==> src/source/lpcBusPkg.sv <==
package lpcBusPkg;

	//////////////////////////////
	// APB request from the master
	//////////////////////////////

	typedef struct packed {
		logic psel;
		logic penable;
		logic pwrite;
		logic [7:0] paddr;
		logic [31:0] pwdata;
	} apbReq_t;

	// Decoded register targets
	typedef enum logic [1:0] {
		REG_SAMPLE,
		REG_STATUS,
		REG_LAG,
		REG_NONE
	} regSel_t;

	//////////////////////////////
	// Register map
	//////////////////////////////

	localparam logic [7:0] ADDR_SAMPLE = 8'h00;
	localparam logic [7:0] ADDR_STATUS = 8'h04;
	// Lag k sits at base + 4k
	localparam logic [7:0] ADDR_LAG_BASE = 8'h40;

endpackage

==> src/source/lpcDspPkg.sv <==
package lpcDspPkg;

	//////////////////////////////
	// Sample and accumulator types
	//////////////////////////////

	typedef logic signed [15:0] sample_t;
	typedef logic signed [31:0] acc_t;

	// One filtered sample on its way into the frame store
	typedef struct packed {
		logic valid;
		sample_t data;
	} filtBeat_t;

	// Finished lag from the engine to the result bank
	typedef struct packed {
		logic valid;
		logic [3:0] index;
		acc_t value;
	} lagBeat_t;

	//////////////////////////////
	// High-pass coefficients, Q12
	//////////////////////////////

	localparam sample_t FILT_B0 = 16'sd1899;
	localparam sample_t FILT_B1 = -16'sd3798;
	localparam sample_t FILT_B2 = 16'sd1899;
	localparam sample_t FILT_A1 = 16'sd7807;
	localparam sample_t FILT_A2 = -16'sd3733;

endpackage

==> src/source/apbRegIf.sv <==
module apbRegIf #(
	parameter int LAG_COUNT = 11
) (
	input logic mclk,
	input logic reset,
	input lpcBusPkg::apbReq_t apbReq,
	input logic filtBusy,
	input logic frameFull,
	input lpcDspPkg::acc_t lagData,
	input logic resultsValid,
	input logic [7:0] frameCount,
	output logic [31:0] prdata,
	output logic pready,
	output logic pslverr,
	output lpcDspPkg::filtBeat_t sampleIn,
	output logic [3:0] lagIndex
);
	import lpcBusPkg::*;

	regSel_t regSel;
	logic [7:0] lagOffset;
	logic lagHit;
	logic access;
	logic sampleWr;
	logic busy;
	logic stall;
	logic badAccess;

	//////////////////////////////
	// Address decode
	//////////////////////////////

	assign lagOffset = apbReq.paddr - ADDR_LAG_BASE;
	assign lagIndex = lagOffset[5:2];
	// Word aligned, inside the lag window and below LAG_COUNT
	assign lagHit = (apbReq.paddr >= ADDR_LAG_BASE) && (lagOffset[7:6] == 2'b00)
		&& (lagOffset[1:0] == 2'b00) && (lagOffset[5:2] < LAG_COUNT);

	always_comb
	begin
		if (apbReq.paddr == ADDR_SAMPLE)
			regSel = REG_SAMPLE;
		else if (apbReq.paddr == ADDR_STATUS)
			regSel = REG_STATUS;
		else if (lagHit)
			regSel = REG_LAG;
		else
			regSel = REG_NONE;
	end

	//////////////////////////////
	// Handshake and errors
	//////////////////////////////

	assign access = apbReq.psel && apbReq.penable;
	assign sampleWr = access && apbReq.pwrite && (regSel == REG_SAMPLE);
	assign busy = filtBusy || frameFull;
	// Only sample writes ever wait
	assign stall = sampleWr && busy;
	assign pready = access && !stall;
	assign pslverr = pready && badAccess;

	always_comb
	begin
		case (regSel)
			REG_SAMPLE: badAccess = !apbReq.pwrite;
			REG_STATUS, REG_LAG: badAccess = apbReq.pwrite;
			default: badAccess = 1'b1;
		endcase
	end

	// Read data mux
	always_comb
	begin
		prdata = '0;
		if (access && !apbReq.pwrite)
		begin
			case (regSel)
				REG_STATUS: prdata = {16'h0, frameCount, 6'h0, busy, resultsValid};
				REG_LAG: prdata = lagData;
				default: prdata = '0;
			endcase
		end
	end

	// Accepted sample goes to the filter one cycle later
	always_ff @(posedge mclk)
	begin
		if (reset)
			sampleIn.valid <= 1'b0;
		else
			sampleIn.valid <= sampleWr && !busy;
		if (sampleWr && !busy)
			sampleIn.data <= apbReq.pwdata[15:0];
	end

endmodule

==> src/source/autocorrEngine.sv <==
module autocorrEngine #(
	parameter int FRAME_LEN = 80,
	parameter int LAG_COUNT = 11
) (
	input logic mclk,
	input logic reset,
	input logic frameFull,
	input lpcDspPkg::sample_t rdData,
	output logic [6:0] rdIndex,
	output logic frameRelease,
	output lpcDspPkg::lagBeat_t lagWrite,
	output logic frameDone
);
	import lpcDspPkg::*;

	typedef enum logic [2:0] {IDLE, FETCH, MAC, STORE, RELEASE} engState_t;

	localparam logic [6:0] LAST_N = 7'(FRAME_LEN - 1);
	localparam logic [3:0] LAST_K = 4'(LAG_COUNT - 1);
	localparam logic signed [33:0] SAT_MAX = 34'sd2147483647;
	localparam logic signed [33:0] SAT_MIN = -34'sd2147483648;

	engState_t state;
	logic [3:0] lagK;
	logic [6:0] n;
	sample_t yCur;
	acc_t accum;
	acc_t pairProd;
	acc_t accNext;
	logic signed [33:0] sum;

	// FETCH reads y[n], MAC reads y[n-k]
	assign rdIndex = (state == MAC) ? (n - 7'(lagK)) : n;

	//////////////////////////////
	// Multiply-accumulate
	//////////////////////////////

	assign pairProd = yCur * rdData;
	// Doubled product added in a wide sum, clamped back to 32 bits
	assign sum = 34'(accum) + 34'(pairProd) + 34'(pairProd);

	always_comb
	begin
		if (sum > SAT_MAX)
			accNext = 32'sh7fffffff;
		else if (sum < SAT_MIN)
			accNext = 32'sh80000000;
		else
			accNext = sum[31:0];
	end

	assign lagWrite = '{valid: (state == STORE), index: lagK, value: accum};
	assign frameDone = (state == STORE) && (lagK == LAST_K);
	assign frameRelease = (state == RELEASE);

	//////////////////////////////
	// Control FSM
	//////////////////////////////

	always_ff @(posedge mclk)
	begin
		if (reset)
		begin
			state <= IDLE;
			lagK <= '0;
			n <= '0;
		end
		else
		begin
			case (state)
				IDLE:
				begin
					if (frameFull)
					begin
						lagK <= '0;
						n <= '0;
						state <= FETCH;
					end
				end
				FETCH: state <= MAC;
				MAC:
				begin
					if (n == LAST_N)
						state <= STORE;
					else
					begin
						n <= n + 7'd1;
						state <= FETCH;
					end
				end
				STORE:
				begin
					if (lagK == LAST_K)
						state <= RELEASE;
					else
					begin
						// Next lag starts its sum at n = k
						lagK <= lagK + 4'd1;
						n <= 7'(lagK) + 7'd1;
						state <= FETCH;
					end
				end
				RELEASE: state <= IDLE;
				default: state <= IDLE;
			endcase
		end
	end

	always_ff @(posedge mclk)
	begin
		case (state)
			FETCH: yCur <= rdData;
			MAC: accum <= accNext;
			default: accum <= '0;
		endcase
	end

endmodule

==> src/source/frameBuffer.sv <==
module frameBuffer #(
	parameter int FRAME_LEN = 80
) (
	input logic mclk,
	input logic reset,
	input lpcDspPkg::filtBeat_t filtIn,
	input logic [6:0] rdIndex,
	input logic frameRelease,
	output lpcDspPkg::sample_t rdData,
	output logic frameFull
);
	import lpcDspPkg::*;

	localparam logic [6:0] LAST_SLOT = 7'(FRAME_LEN - 1);

	sample_t store [FRAME_LEN];
	logic [6:0] wrPtr;
	logic wrEn;

	// Writes are refused while the engine owns the frame
	assign wrEn = filtIn.valid && !frameFull;

	//////////////////////////////
	// Sample store
	//////////////////////////////

	always_ff @(posedge mclk)
	begin
		if (wrEn)
			store[wrPtr] <= filtIn.data;
	end

	// Engine reads are asynchronous
	assign rdData = store[rdIndex];

	//////////////////////////////
	// Fill pointer and ownership
	//////////////////////////////

	always_ff @(posedge mclk)
	begin
		if (reset)
		begin
			wrPtr <= '0;
			frameFull <= 1'b0;
		end
		else if (frameRelease)
		begin
			wrPtr <= '0;
			frameFull <= 1'b0;
		end
		else if (wrEn)
		begin
			if (wrPtr == LAST_SLOT)
			begin
				wrPtr <= '0;
				frameFull <= 1'b1;
			end
			else
				wrPtr <= wrPtr + 7'd1;
		end
	end

endmodule

==> src/source/lagResultBank.sv <==
module lagResultBank #(
	parameter int LAG_COUNT = 11
) (
	input logic mclk,
	input logic reset,
	input lpcDspPkg::lagBeat_t lagWrite,
	input logic frameDone,
	input logic [3:0] lagIndex,
	output lpcDspPkg::acc_t lagData,
	output logic resultsValid,
	output logic [7:0] frameCount
);
	import lpcDspPkg::*;

	acc_t lags [LAG_COUNT];

	// Latest lag set, overwritten as the engine finishes each lag
	always_ff @(posedge mclk)
	begin
		if (lagWrite.valid && (lagWrite.index < LAG_COUNT))
			lags[lagWrite.index] <= lagWrite.value;
	end

	// Out of range reads return zero
	assign lagData = (lagIndex < LAG_COUNT) ? lags[lagIndex] : '0;

	// Frame counter wraps at 256
	always_ff @(posedge mclk)
	begin
		if (reset)
		begin
			resultsValid <= 1'b0;
			frameCount <= '0;
		end
		else if (frameDone)
		begin
			resultsValid <= 1'b1;
			frameCount <= frameCount + 8'd1;
		end
	end

endmodule

==> src/source/lpcAutocorrTop.sv <==
module lpcAutocorrTop #(
	parameter int FRAME_LEN = 80,
	parameter int LAG_COUNT = 11
) (
	input logic mclk,
	input logic reset,
	input lpcBusPkg::apbReq_t apbReq,
	output logic [31:0] prdata,
	output logic pready,
	output logic pslverr
);
	import lpcDspPkg::*;

	filtBeat_t sampleIn;
	filtBeat_t filtOut;
	lagBeat_t lagWrite;
	sample_t rdData;
	acc_t lagData;
	logic filtBusy;
	logic frameFull;
	logic frameRelease;
	logic frameDone;
	logic resultsValid;
	logic [6:0] rdIndex;
	logic [3:0] lagIndex;
	logic [7:0] frameCount;

	//////////////////////////////
	// Bus side
	//////////////////////////////

	apbRegIf #(.LAG_COUNT(LAG_COUNT)) uRegIf (
		.mclk(mclk),
		.reset(reset),
		.apbReq(apbReq),
		.filtBusy(filtBusy),
		.frameFull(frameFull),
		.lagData(lagData),
		.resultsValid(resultsValid),
		.frameCount(frameCount),
		.prdata(prdata),
		.pready(pready),
		.pslverr(pslverr),
		.sampleIn(sampleIn),
		.lagIndex(lagIndex)
	);

	//////////////////////////////
	// Processing chain
	//////////////////////////////

	preFilter uFilter (
		.mclk(mclk),
		.reset(reset),
		.sampleIn(sampleIn),
		.filtOut(filtOut),
		.filtBusy(filtBusy)
	);

	frameBuffer #(.FRAME_LEN(FRAME_LEN)) uFrame (
		.mclk(mclk),
		.reset(reset),
		.filtIn(filtOut),
		.rdIndex(rdIndex),
		.frameRelease(frameRelease),
		.rdData(rdData),
		.frameFull(frameFull)
	);

	autocorrEngine #(.FRAME_LEN(FRAME_LEN), .LAG_COUNT(LAG_COUNT)) uEngine (
		.mclk(mclk),
		.reset(reset),
		.frameFull(frameFull),
		.rdData(rdData),
		.rdIndex(rdIndex),
		.frameRelease(frameRelease),
		.lagWrite(lagWrite),
		.frameDone(frameDone)
	);

	lagResultBank #(.LAG_COUNT(LAG_COUNT)) uBank (
		.mclk(mclk),
		.reset(reset),
		.lagWrite(lagWrite),
		.frameDone(frameDone),
		.lagIndex(lagIndex),
		.lagData(lagData),
		.resultsValid(resultsValid),
		.frameCount(frameCount)
	);

endmodule

==> src/source/preFilter.sv <==
module preFilter (
	input logic mclk,
	input logic reset,
	input lpcDspPkg::filtBeat_t sampleIn,
	output lpcDspPkg::filtBeat_t filtOut,
	output logic filtBusy
);
	import lpcDspPkg::*;

	typedef enum logic [2:0] {F_IDLE, F_B0, F_B1, F_B2, F_A1, F_A2, F_OUT} filtState_t;

	filtState_t state;
	sample_t xHalf;
	sample_t xHalf1;
	sample_t xHalf2;
	sample_t y1;
	sample_t y2;
	sample_t mulA;
	sample_t mulB;
	sample_t yOut;
	acc_t product;
	acc_t acc;
	acc_t rounded;
	acc_t shifted;

	// One shared multiplier, operands picked by step
	always_comb
	begin
		mulA = '0;
		mulB = '0;
		case (state)
			F_B0:
			begin
				mulA = FILT_B0;
				mulB = xHalf;
			end
			F_B1:
			begin
				mulA = FILT_B1;
				mulB = xHalf1;
			end
			F_B2:
			begin
				mulA = FILT_B2;
				mulB = xHalf2;
			end
			F_A1:
			begin
				mulA = FILT_A1;
				mulB = y1;
			end
			F_A2:
			begin
				mulA = FILT_A2;
				mulB = y2;
			end
			default:
			begin
				mulA = '0;
				mulB = '0;
			end
		endcase
	end

	assign product = mulA * mulB;

	// Round Q12 back to Q0, then clamp to 16 bits
	assign rounded = acc + 32'sd2048;
	assign shifted = rounded >>> 12;

	always_comb
	begin
		if (shifted > 32'sd32767)
			yOut = 16'sh7fff;
		else if (shifted < -32'sd32768)
			yOut = 16'sh8000;
		else
			yOut = shifted[15:0];
	end

	assign filtOut = '{valid: (state == F_OUT), data: yOut};
	assign filtBusy = (state != F_IDLE);

	//////////////////////////////
	// Step sequencer and history
	//////////////////////////////

	always_ff @(posedge mclk)
	begin
		if (reset)
		begin
			state <= F_IDLE;
			xHalf1 <= '0;
			xHalf2 <= '0;
			y1 <= '0;
			y2 <= '0;
		end
		else
		begin
			case (state)
				F_IDLE: if (sampleIn.valid) state <= F_B0;
				F_B0: state <= F_B1;
				F_B1: state <= F_B2;
				F_B2: state <= F_A1;
				F_A1: state <= F_A2;
				F_A2: state <= F_OUT;
				F_OUT:
				begin
					xHalf2 <= xHalf1;
					xHalf1 <= xHalf;
					y2 <= y1;
					y1 <= yOut;
					state <= F_IDLE;
				end
				default: state <= F_IDLE;
			endcase
		end
	end

	// Datapath registers
	always_ff @(posedge mclk)
	begin
		if (state == F_IDLE && sampleIn.valid)
			xHalf <= sampleIn.data >>> 1;
		if (state == F_B0)
			acc <= product;
		else if (state != F_IDLE && state != F_OUT)
			acc <= acc + product;
	end

endmodule

==> config.mk <==
export PLATFORM = sky130hd
export DESIGN_NAME = lpcAutocorrTop
export DESIGN_NICKNAME = d
export VERILOG_FILES = /design/src/source/lpcBusPkg.sv /design/src/source/lpcDspPkg.sv /design/src/source/apbRegIf.sv /design/src/source/autocorrEngine.sv /design/src/source/frameBuffer.sv /design/src/source/lagResultBank.sv /design/src/source/lpcAutocorrTop.sv /design/src/source/preFilter.sv
export SDC_FILE = /design/constraint.sdc
export NUM_CORES = 2
export LEC_CHECK = 0
export BUFFER_PORTS_ARGS = -buffer_cell sky130_fd_sc_hd__clkbuf_2
export CORE_ASPECT_RATIO = 0.9
export CORE_MARGIN = 2
export CORE_UTILIZATION = 44
export DETAILED_ROUTE_END_ITERATION = 7
export PLACE_DENSITY = 0.67
export SYNTH_ARGS = -nofsm -noshare
export SYNTH_HDL_FRONTEND = slang
export SYNTH_SLANG_ARGS = --single-unit
==> constraint.sdc <==
create_clock -name mclk -period 27.1 [get_ports mclk]
set_input_delay 1.355 -clock mclk [delete_from_list [all_inputs] [get_ports mclk]]
set_output_delay 1.355 -clock mclk [all_outputs]
set_load 0.1 [all_outputs]
* Yosys cells after proc, flatten, opt, wreduce, memory -nomap -nowiden
Memory sizes are Yosys's and may differ from the RTL's. Cells that the tools add are included.
Cells by class: $add $sub $neg 11, multipliers 2, magnitude comparators 7, equality and inequality tests 21, mux-type cells 35, reduce and logical (&&, ||, !) cells 37
Operators with widths (count):
- $mux W32 | 6
- $pmux W32 S2 | 2
- $pmux W16 S5 | 1
- $mul A16 B16 Y32 | 2
- $pmux W16 S4 | 1
- $mux W7 | 5
- $add A33 B32 Y34 | 1
- $gt A34 B32 Y1 const B | 1
- $lt A34 B32 Y1 const B | 1
- $add A32 B32 Y33 | 1
- $add A32 B13 Y32 const B | 1
- $add A32 B32 Y32 | 1
- $mux W16 | 2
- $pmux W7 S3 | 1
- $gt A20 B16 Y1 const B | 1
- $lt A20 B16 Y1 const B | 1
- $pmux W3 S6 | 1
- $logic_and A1 B1 Y1 | 16
- $add A7 B1 Y7 const B | 2
- $eq A7 B7 Y1 const B | 2
- $eq A3 B2 Y1 const B | 4
- $eq A3 B3 Y1 const B | 4
- $pmux W3 S4 | 1
- $mux W3 | 3
- other kinds (30) | 52
Storage, ports and cells: register bits 208, bits in writable memories 1632, bits of input ports 45, output and inout bits 34, logic and storage cells 133, memories kept 2
Memory list:
- uFrame.store | words 80, bits a word 16, read ports 1, clocked after Yosys merged registers in 0, write ports 1, RTL line frameBuffer.sv:16 | sample_t store [FRAME_LEN];
- uBank.lags | words 11, bits a word 32, read ports 1, clocked after Yosys merged registers in 0, write ports 1, RTL line lagResultBank.sv:15 | acc_t lags [LAG_COUNT];

* Depth between registers and ports, before layout
depth after elaboration 14, depth in mapped cells 51, gate-level depth less buffers 45

* Hierarchy
From an unflattened synthesis, not the netlist that was laid out.
Unflattened totals: cell total of the unflattened synthesis 6581, area total of the unflattened synthesis 95410.3 um^2
By module, submodules not included:
- frameBuffer | times used 1, cells an instance 2419, area an instance 49879.1 um^2
- preFilter | times used 1, cells an instance 1728, area an instance 15357.2 um^2
- lagResultBank | times used 1, cells an instance 724, area an instance 14611.5 um^2
- autocorrEngine | times used 1, cells an instance 1619, area an instance 14581.5 um^2
- apbRegIf | times used 1, cells an instance 91, area an instance 980.9 um^2

* Worst setup path before layout
OpenSTA, ideal clock, no wires.
path type reg2reg, start reg uEngine.n[0], end reg uEngine.accum[10], data pin, library setup time 0.271 ns, arrival time 10.743 ns, path slack 16.086 ns, stages on the path, launching flop included 47, clock period less this slack 11.014 ns, path through dfxtp_1 inv_1 ha_1 fa_1 mux2_2 buf_4 buf_4 buf_4 clkbuf_1 clkbuf_1 mux4_2 nand2_1 nand3_1 a31oi_2 buf_2 nor2b_1 fa_1 inv_1 (+11 left out) o21a_1 o41a_1 o31ai_1 a21boi_0 o21ai_0 nor2b_1 xnor2_1 ha_1 a21o_1 a21o_1 a21o_1 a21o_1 a2111oi_0 a221oi_1 o21a_1 nand2_1 clkbuf_1 o21ai_0
On the way: cells in the longest elaborated chain, start to end 10, elaborated cells between the ends (all ways) 11, classes of those cells add/sub: 3; mul: 1; order compare: 2; mux: 4; memory: 1
RTL lines:
- from (decl) | RTL line autocorrEngine.sv:25 | logic [6:0] n;
- from (signal assigned) | RTL line autocorrEngine.sv:88 | n <= n + 7'd1;
- from (signal assigned) | RTL line autocorrEngine.sv:100 | n <= 7'(lagK) + 7'd1;
- $sub A7 B4 Y7 | RTL line autocorrEngine.sv:33 | assign rdIndex = (state == MAC) ? (n - 7'(lagK)) : n;
- $mux W7 (*) | RTL line autocorrEngine.sv:33
- $mem_v2 Z80 W16 (*)
- $mul A16 B16 Y32 (*) | RTL line autocorrEngine.sv:39 | assign pairProd = yCur * rdData;
- $add A32 B32 Y33 | RTL line autocorrEngine.sv:41 | assign sum = 34'(accum) + 34'(pairProd) + 34'(pairProd);
- $add A33 B32 Y34 (*) | RTL line autocorrEngine.sv:41
- $lt A34 B32 Y1 | RTL line autocorrEngine.sv:47 | else if (sum < SAT_MIN)
- $mux W32 | RTL line autocorrEngine.sv:47
- $mux W32 (*) | RTL line autocorrEngine.sv:45 | if (sum > SAT_MAX)
- $pmux W32 S2 (*) | RTL line autocorrEngine.sv:112 | case (state)
- to (signal assigned) | RTL line autocorrEngine.sv:114 | MAC: accum <= accNext;
- to (decl) | RTL line autocorrEngine.sv:27 | acc_t accum;
Mark *: on every way between the ends. The rest lies on a longest branch, timed or not. A chain may end at the register's enable or synchronous reset.

* Final worst setup path
start reg uEngine.state[2], end reg uEngine.accum[6], data pin
On the way: cells in the longest elaborated chain, start to end 10, elaborated cells between the ends (all ways) 12, classes of those cells add/sub: 2; mul: 1; order compare: 2; eq/ne: 2; mux: 4; memory: 1
RTL lines:
- from (decl) | RTL line autocorrEngine.sv:23 | engState_t state;
- from (signal assigned) | RTL line autocorrEngine.sv:65 | state <= IDLE;
- from (signal assigned) | RTL line autocorrEngine.sv:78 | state <= FETCH;
- from (signal assigned) | RTL line autocorrEngine.sv:81 | FETCH: state <= MAC;
- $eq A3 B2 Y1 | RTL line autocorrEngine.sv:33, autocorrEngine.sv:112
- $mux W7 | RTL line autocorrEngine.sv:33
- $mem_v2 Z80 W16
- $mul A16 B16 Y32 | RTL line autocorrEngine.sv:39
- $add A32 B32 Y33 | RTL line autocorrEngine.sv:41
- $add A33 B32 Y34 | RTL line autocorrEngine.sv:41
- $lt A34 B32 Y1 | RTL line autocorrEngine.sv:47
- $mux W32 | RTL line autocorrEngine.sv:47
- $mux W32 | RTL line autocorrEngine.sv:45
- $pmux W32 S2 (*) | RTL line autocorrEngine.sv:112
Marked as above.

==> impl_summary.txt <==
----------------------------------------------------
[Run status]
  Result of the run ... finished, final reports clean

[Synthesis]
  Syn. warnings ... 0
  Synth Area per Inst ... 14.7 um2
  Cell type contributing the most total cell area after synthesis ... edfxtp_1
  Synthesized net count ... 7194
  Post-synthesis instance total ... 6404
  Most numerous cell in the Yosys netlist ... edfxtp_1
  Post-synthesis cell area ... 0.0939 mm2
  Leading cell types by count after synthesis ... edfxtp_1 (1742), inv_1 (645), nand2_1 (571), fa_1 (488), mux4_2 (351)
  Sequential element share of the synthesized area ... 57.8%
  Ys flop type ... edfxtp_1
  Number of enable flip-flop cells after synthesis ... 1742
  Area share of the leading cell type in the synthesized netlist ... 55.7%
  Main area contributors after synthesis ... edfxtp_1 (56%), fa_1 (10%), mux4_2 (8.4%), ha_1 (3.4%), inv_1 (2.6%)
  Flops & latches, synth ... 1839
  Asr flop ratio synth ... 0%
  Distinct cell type count of the synthesized netlist ... 84

[Clock network]
  Clock tree from TritonCTS ... yes
  CTS max path bufs ... 3
  Max H-tree Level ... 4
  Setup repair bufs after CTS ... 0
  Num CTS Buffers ... 176
  Clock Root Buffer ... clkbuf_16
  Skew-Pair Late Insertion Delay ... 830 ps
  Clock sinks ... 1839
  Quantity of hold-fixing buffers added after cts ... 0
  CTS clk-pin slew, worst paths ... 60 ps
  Post-cts resize count ... 0

[Placement]
  Pre-CTS WS ... 11680 ps
  Number of input and output port buffers inserted ... 61
  HPWL Detailed ... 137000 um
  Placed cell count ... 9164
  Weighted congestion reported at the end of routability-driven placement ... 0.884

[Drt]
  Via density ... 5.65
  Remaining antenna violation count ... 0
  Number of DRC violations after detailed-routing iteration 0 ... 5509
  DR pass1 iterations ... 5
  Wire length per cell after detailed routing ... 23.2 um
  DRC violations left ... 0
  Wirelength, routed ... 220000 um
  Count of vias placed by the detailed router ... 53594

[Layout]
  Signed area change from the synthesized netlist to the final layout ... 10.2%
  Final nets ... 7297
  Count of fill cells added during filler insertion ... 17760
  Non-filler cells, final ... 9490
  Share of post-route cells with drive strength above 1 ... 13.8%

[Floorplanning]
  Effective utilization at floorplan ... 44.4%
  DIE WIDTH ... 491 um
  Height of the die ... 442 um
  Floorplan row count ... 160
  I/O pin count ... 79
  Area enclosed by the die boundary ... 0.217 mm2
  Core Region ... 0.212 mm2

[Setup path]
  Worst R2R Path Depth ... 41
  Setup slack of the most critical reg-to-reg path ... 11670 ps
  Largest incremental delay on the critical path ... 820 ps
  Worst Setup Start Kind ... flip-flop
  Cell at the slowest stage of the critical path ... or3b_1
  Worst-path fanout max ... 44
  Startpoint of the worst-slack reg-to-reg timing path ... uEngine.state[2]
  Sort of element at the end of the critical path ... flip-flop
  Buffer and inverter count on the worst path ... 6
  Setup CP Type ... flip-flop to flip-flop
  Capturing point of the worst reg2reg path ... uEngine.accum[6]
  Data required time of the critical path ... 27570 ps
  Largest delay share family, worst path ... compound AO/OA/AOI/OAI gates
  Data arrival time of the worst path ... 15910 ps

[Timing]
  Highest Clock Rate ... 64.8 MHz
  Clock tree skew after final layout ... 62.5 ps
  Worst-margin pin slew ... 1160 ps
  RSZ-0062 raised after global routing ... no
  Time the worst path needs with I/O delays and setup ... 15430 ps
  Final WS setup ... 11670 ps
  Post-route fraction of the period consumed by the critical path ... 56.9%
  Worst-case headroom to the max-slew limit ... 22.9%
  Final count of negative-setup-slack endpoints ... 0
  Total negative slack ... 0 ps
  Final count of pins violating max slew ... 0
  Final Hold Vio Count ... 0

[Global routing]
  Pin count of the biggest net entering global routing ... 124
  Antenna violations before repair ... 4
  Wire length of the first global-routing pass ... 335000 um
  Overall fraction of global-route tracks in use ... 20.1%
  Residual overflow from global routing ... 0
  Via count of the first global-routing pass ... 54809

[Worst hold path]
  Hold path start ... uRegIf.sampleIn[2]
  Hold Path Sink ... uFilter.xHalf[1]
  Min-Delay Path Class ... flip-flop to flip-flop
  Depth of the worst hold-timing path ... 0

[Power and ir drop]
  Combinational Power Share ... 0.7%
  Net switching share of the total power ... 20.2%
  Design internal power ... 4.39 mW
  Sequential share of power ... 55.6%
  Switch Pwr ... 1.11 mW
  Peak supply drop ... 0.0000571 V
  LEAKAGE ... 37.5 nW
  Power per standard cell area ... 53.2 mW/mm2
  Clock network fraction of total power ... 43.7%

[Job]
  Reported max-cap violation count ... 0

----------------------------------------------------
-- routing by layer --
layer  GRT usage (%)  up-vias  share of wire [%]
li1                -    23536                  -
met1            28.6    27801                 43
met2            32.4     1983                 47
met3            3.33      274                7.8
met4            5.15        0                2.2
met5               0        -                  0
-- power by group through the flow --
stage / Combinational [mW] / Clock [mW] / Sequential, mW
after global routing: 0.0417 / 2.55 / 3.06
after global placement: 0.0382 / 0 / 3.12
after CTS: 0.0389 / 2.45 / 3.06
final: 0.0383 / 2.40 / 3.06
after detailed placement: 0.0385 / 0 / 3.12
after floorplan: 0.0294 / 0 / 3.12
-- cell families (layout without fill, tap and decap cells) --
| group | count (synthesis) | count (layout) | synth area share, % |
|---|---|---|---|
| AO/OA/AOI/OAI | 824 | 824 | 5.61 |
| XOR/XNOR | 151 | 151 | 1.41 |
| adder cells (fa/ha/maj) | 745 | 745 | 13.8 |
| buffers and inverters | 938 | 1186 | 4.16 |
| flip-flops | 1839 | 1839 | 57.8 |
| multiplexers | 444 | 444 | 10.0 |
| other | 0 | 3 | 0 |
| AND/OR/NAND/NOR | 1463 | 1463 | 7.19 |
-- registers in the layout (all words and copies together), names as in the netlist --
register / count
uFilter.xHalf2: 15
uFilter.state: 3
uBank.resultsValid: 1
uFrame.store: 1280
uRegIf.sampleIn: 16
uFilter.y2: 16
uBank.frameCount: 8
uEngine.state: 3
uEngine.accum: 32
uEngine.n: 7
uFrame.wrPtr: 7
uEngine.lagK: 4
uEngine.yCur: 16
uFilter.xHalf1: 15
uBank.lags: 352
uFilter.y1: 16
uFilter.xHalf: 15
uFilter.acc: 32
uFrame.frameFull: 1
-- through the flow --
step                      power [mW]  hold WS (ps)  utilization (%)  instance area, um2
after global routing            5.65           447             48.9              103000
final                           5.50           428             48.9              103000
after floorplan                 3.15           400                -               93900
after global placement          3.16           409             46.2               97800
after CTS                       5.55           433             48.9              103000
after detailed placement        3.16           405             46.2               97800
-- cell type report --
class	instances	area, um2	area share (%)
inverter	647	2430	2.35
clock inverter	105	1060	1.02
sequential	1839	54300	52.4
antenna	3	7.51	0.00725
timing repair buffer	216	1510	1.45
multi-input combinational	3627	36100	34.9
clock buffer	218	4590	4.44
tap	2835	3550	3.43
-- worst max-delay path by stage --
stage | from | endpoint | slack (ps) | cells past startpoint
5_1_grt | uEngine.state[2] | uEngine.accum[6] | 10600 | 41
6_report | uEngine.state[2] | uEngine.accum[6] | 11670 | 41
2_1_floorplan | uEngine.n[0] | uEngine.accum[10] | 16090 | 46
3_3_place_gp | uEngine.state[2] | uEngine.accum[6] | 11820 | 41
3_5_place_dp | uEngine.state[2] | uEngine.accum[6] | 11680 | 41
4_1_cts | uEngine.state[2] | uEngine.accum[6] | 11610 | 41
-- cell usage in the layout (no fill, tap or decap), types with 103 or more instances in the layout --
cell type / n
a21oi_1: 225
buf_4: 155
clkbuf_16: 177
edfxtp_1: 1742
fa_1: 488
ha_1: 257
inv_1: 645
mux4_2: 351
nand2_1: 570
nand3_1: 103
nor2_1: 315
nor2b_1: 178
o21ai_0: 198
(Power assumes the default switching activity.)
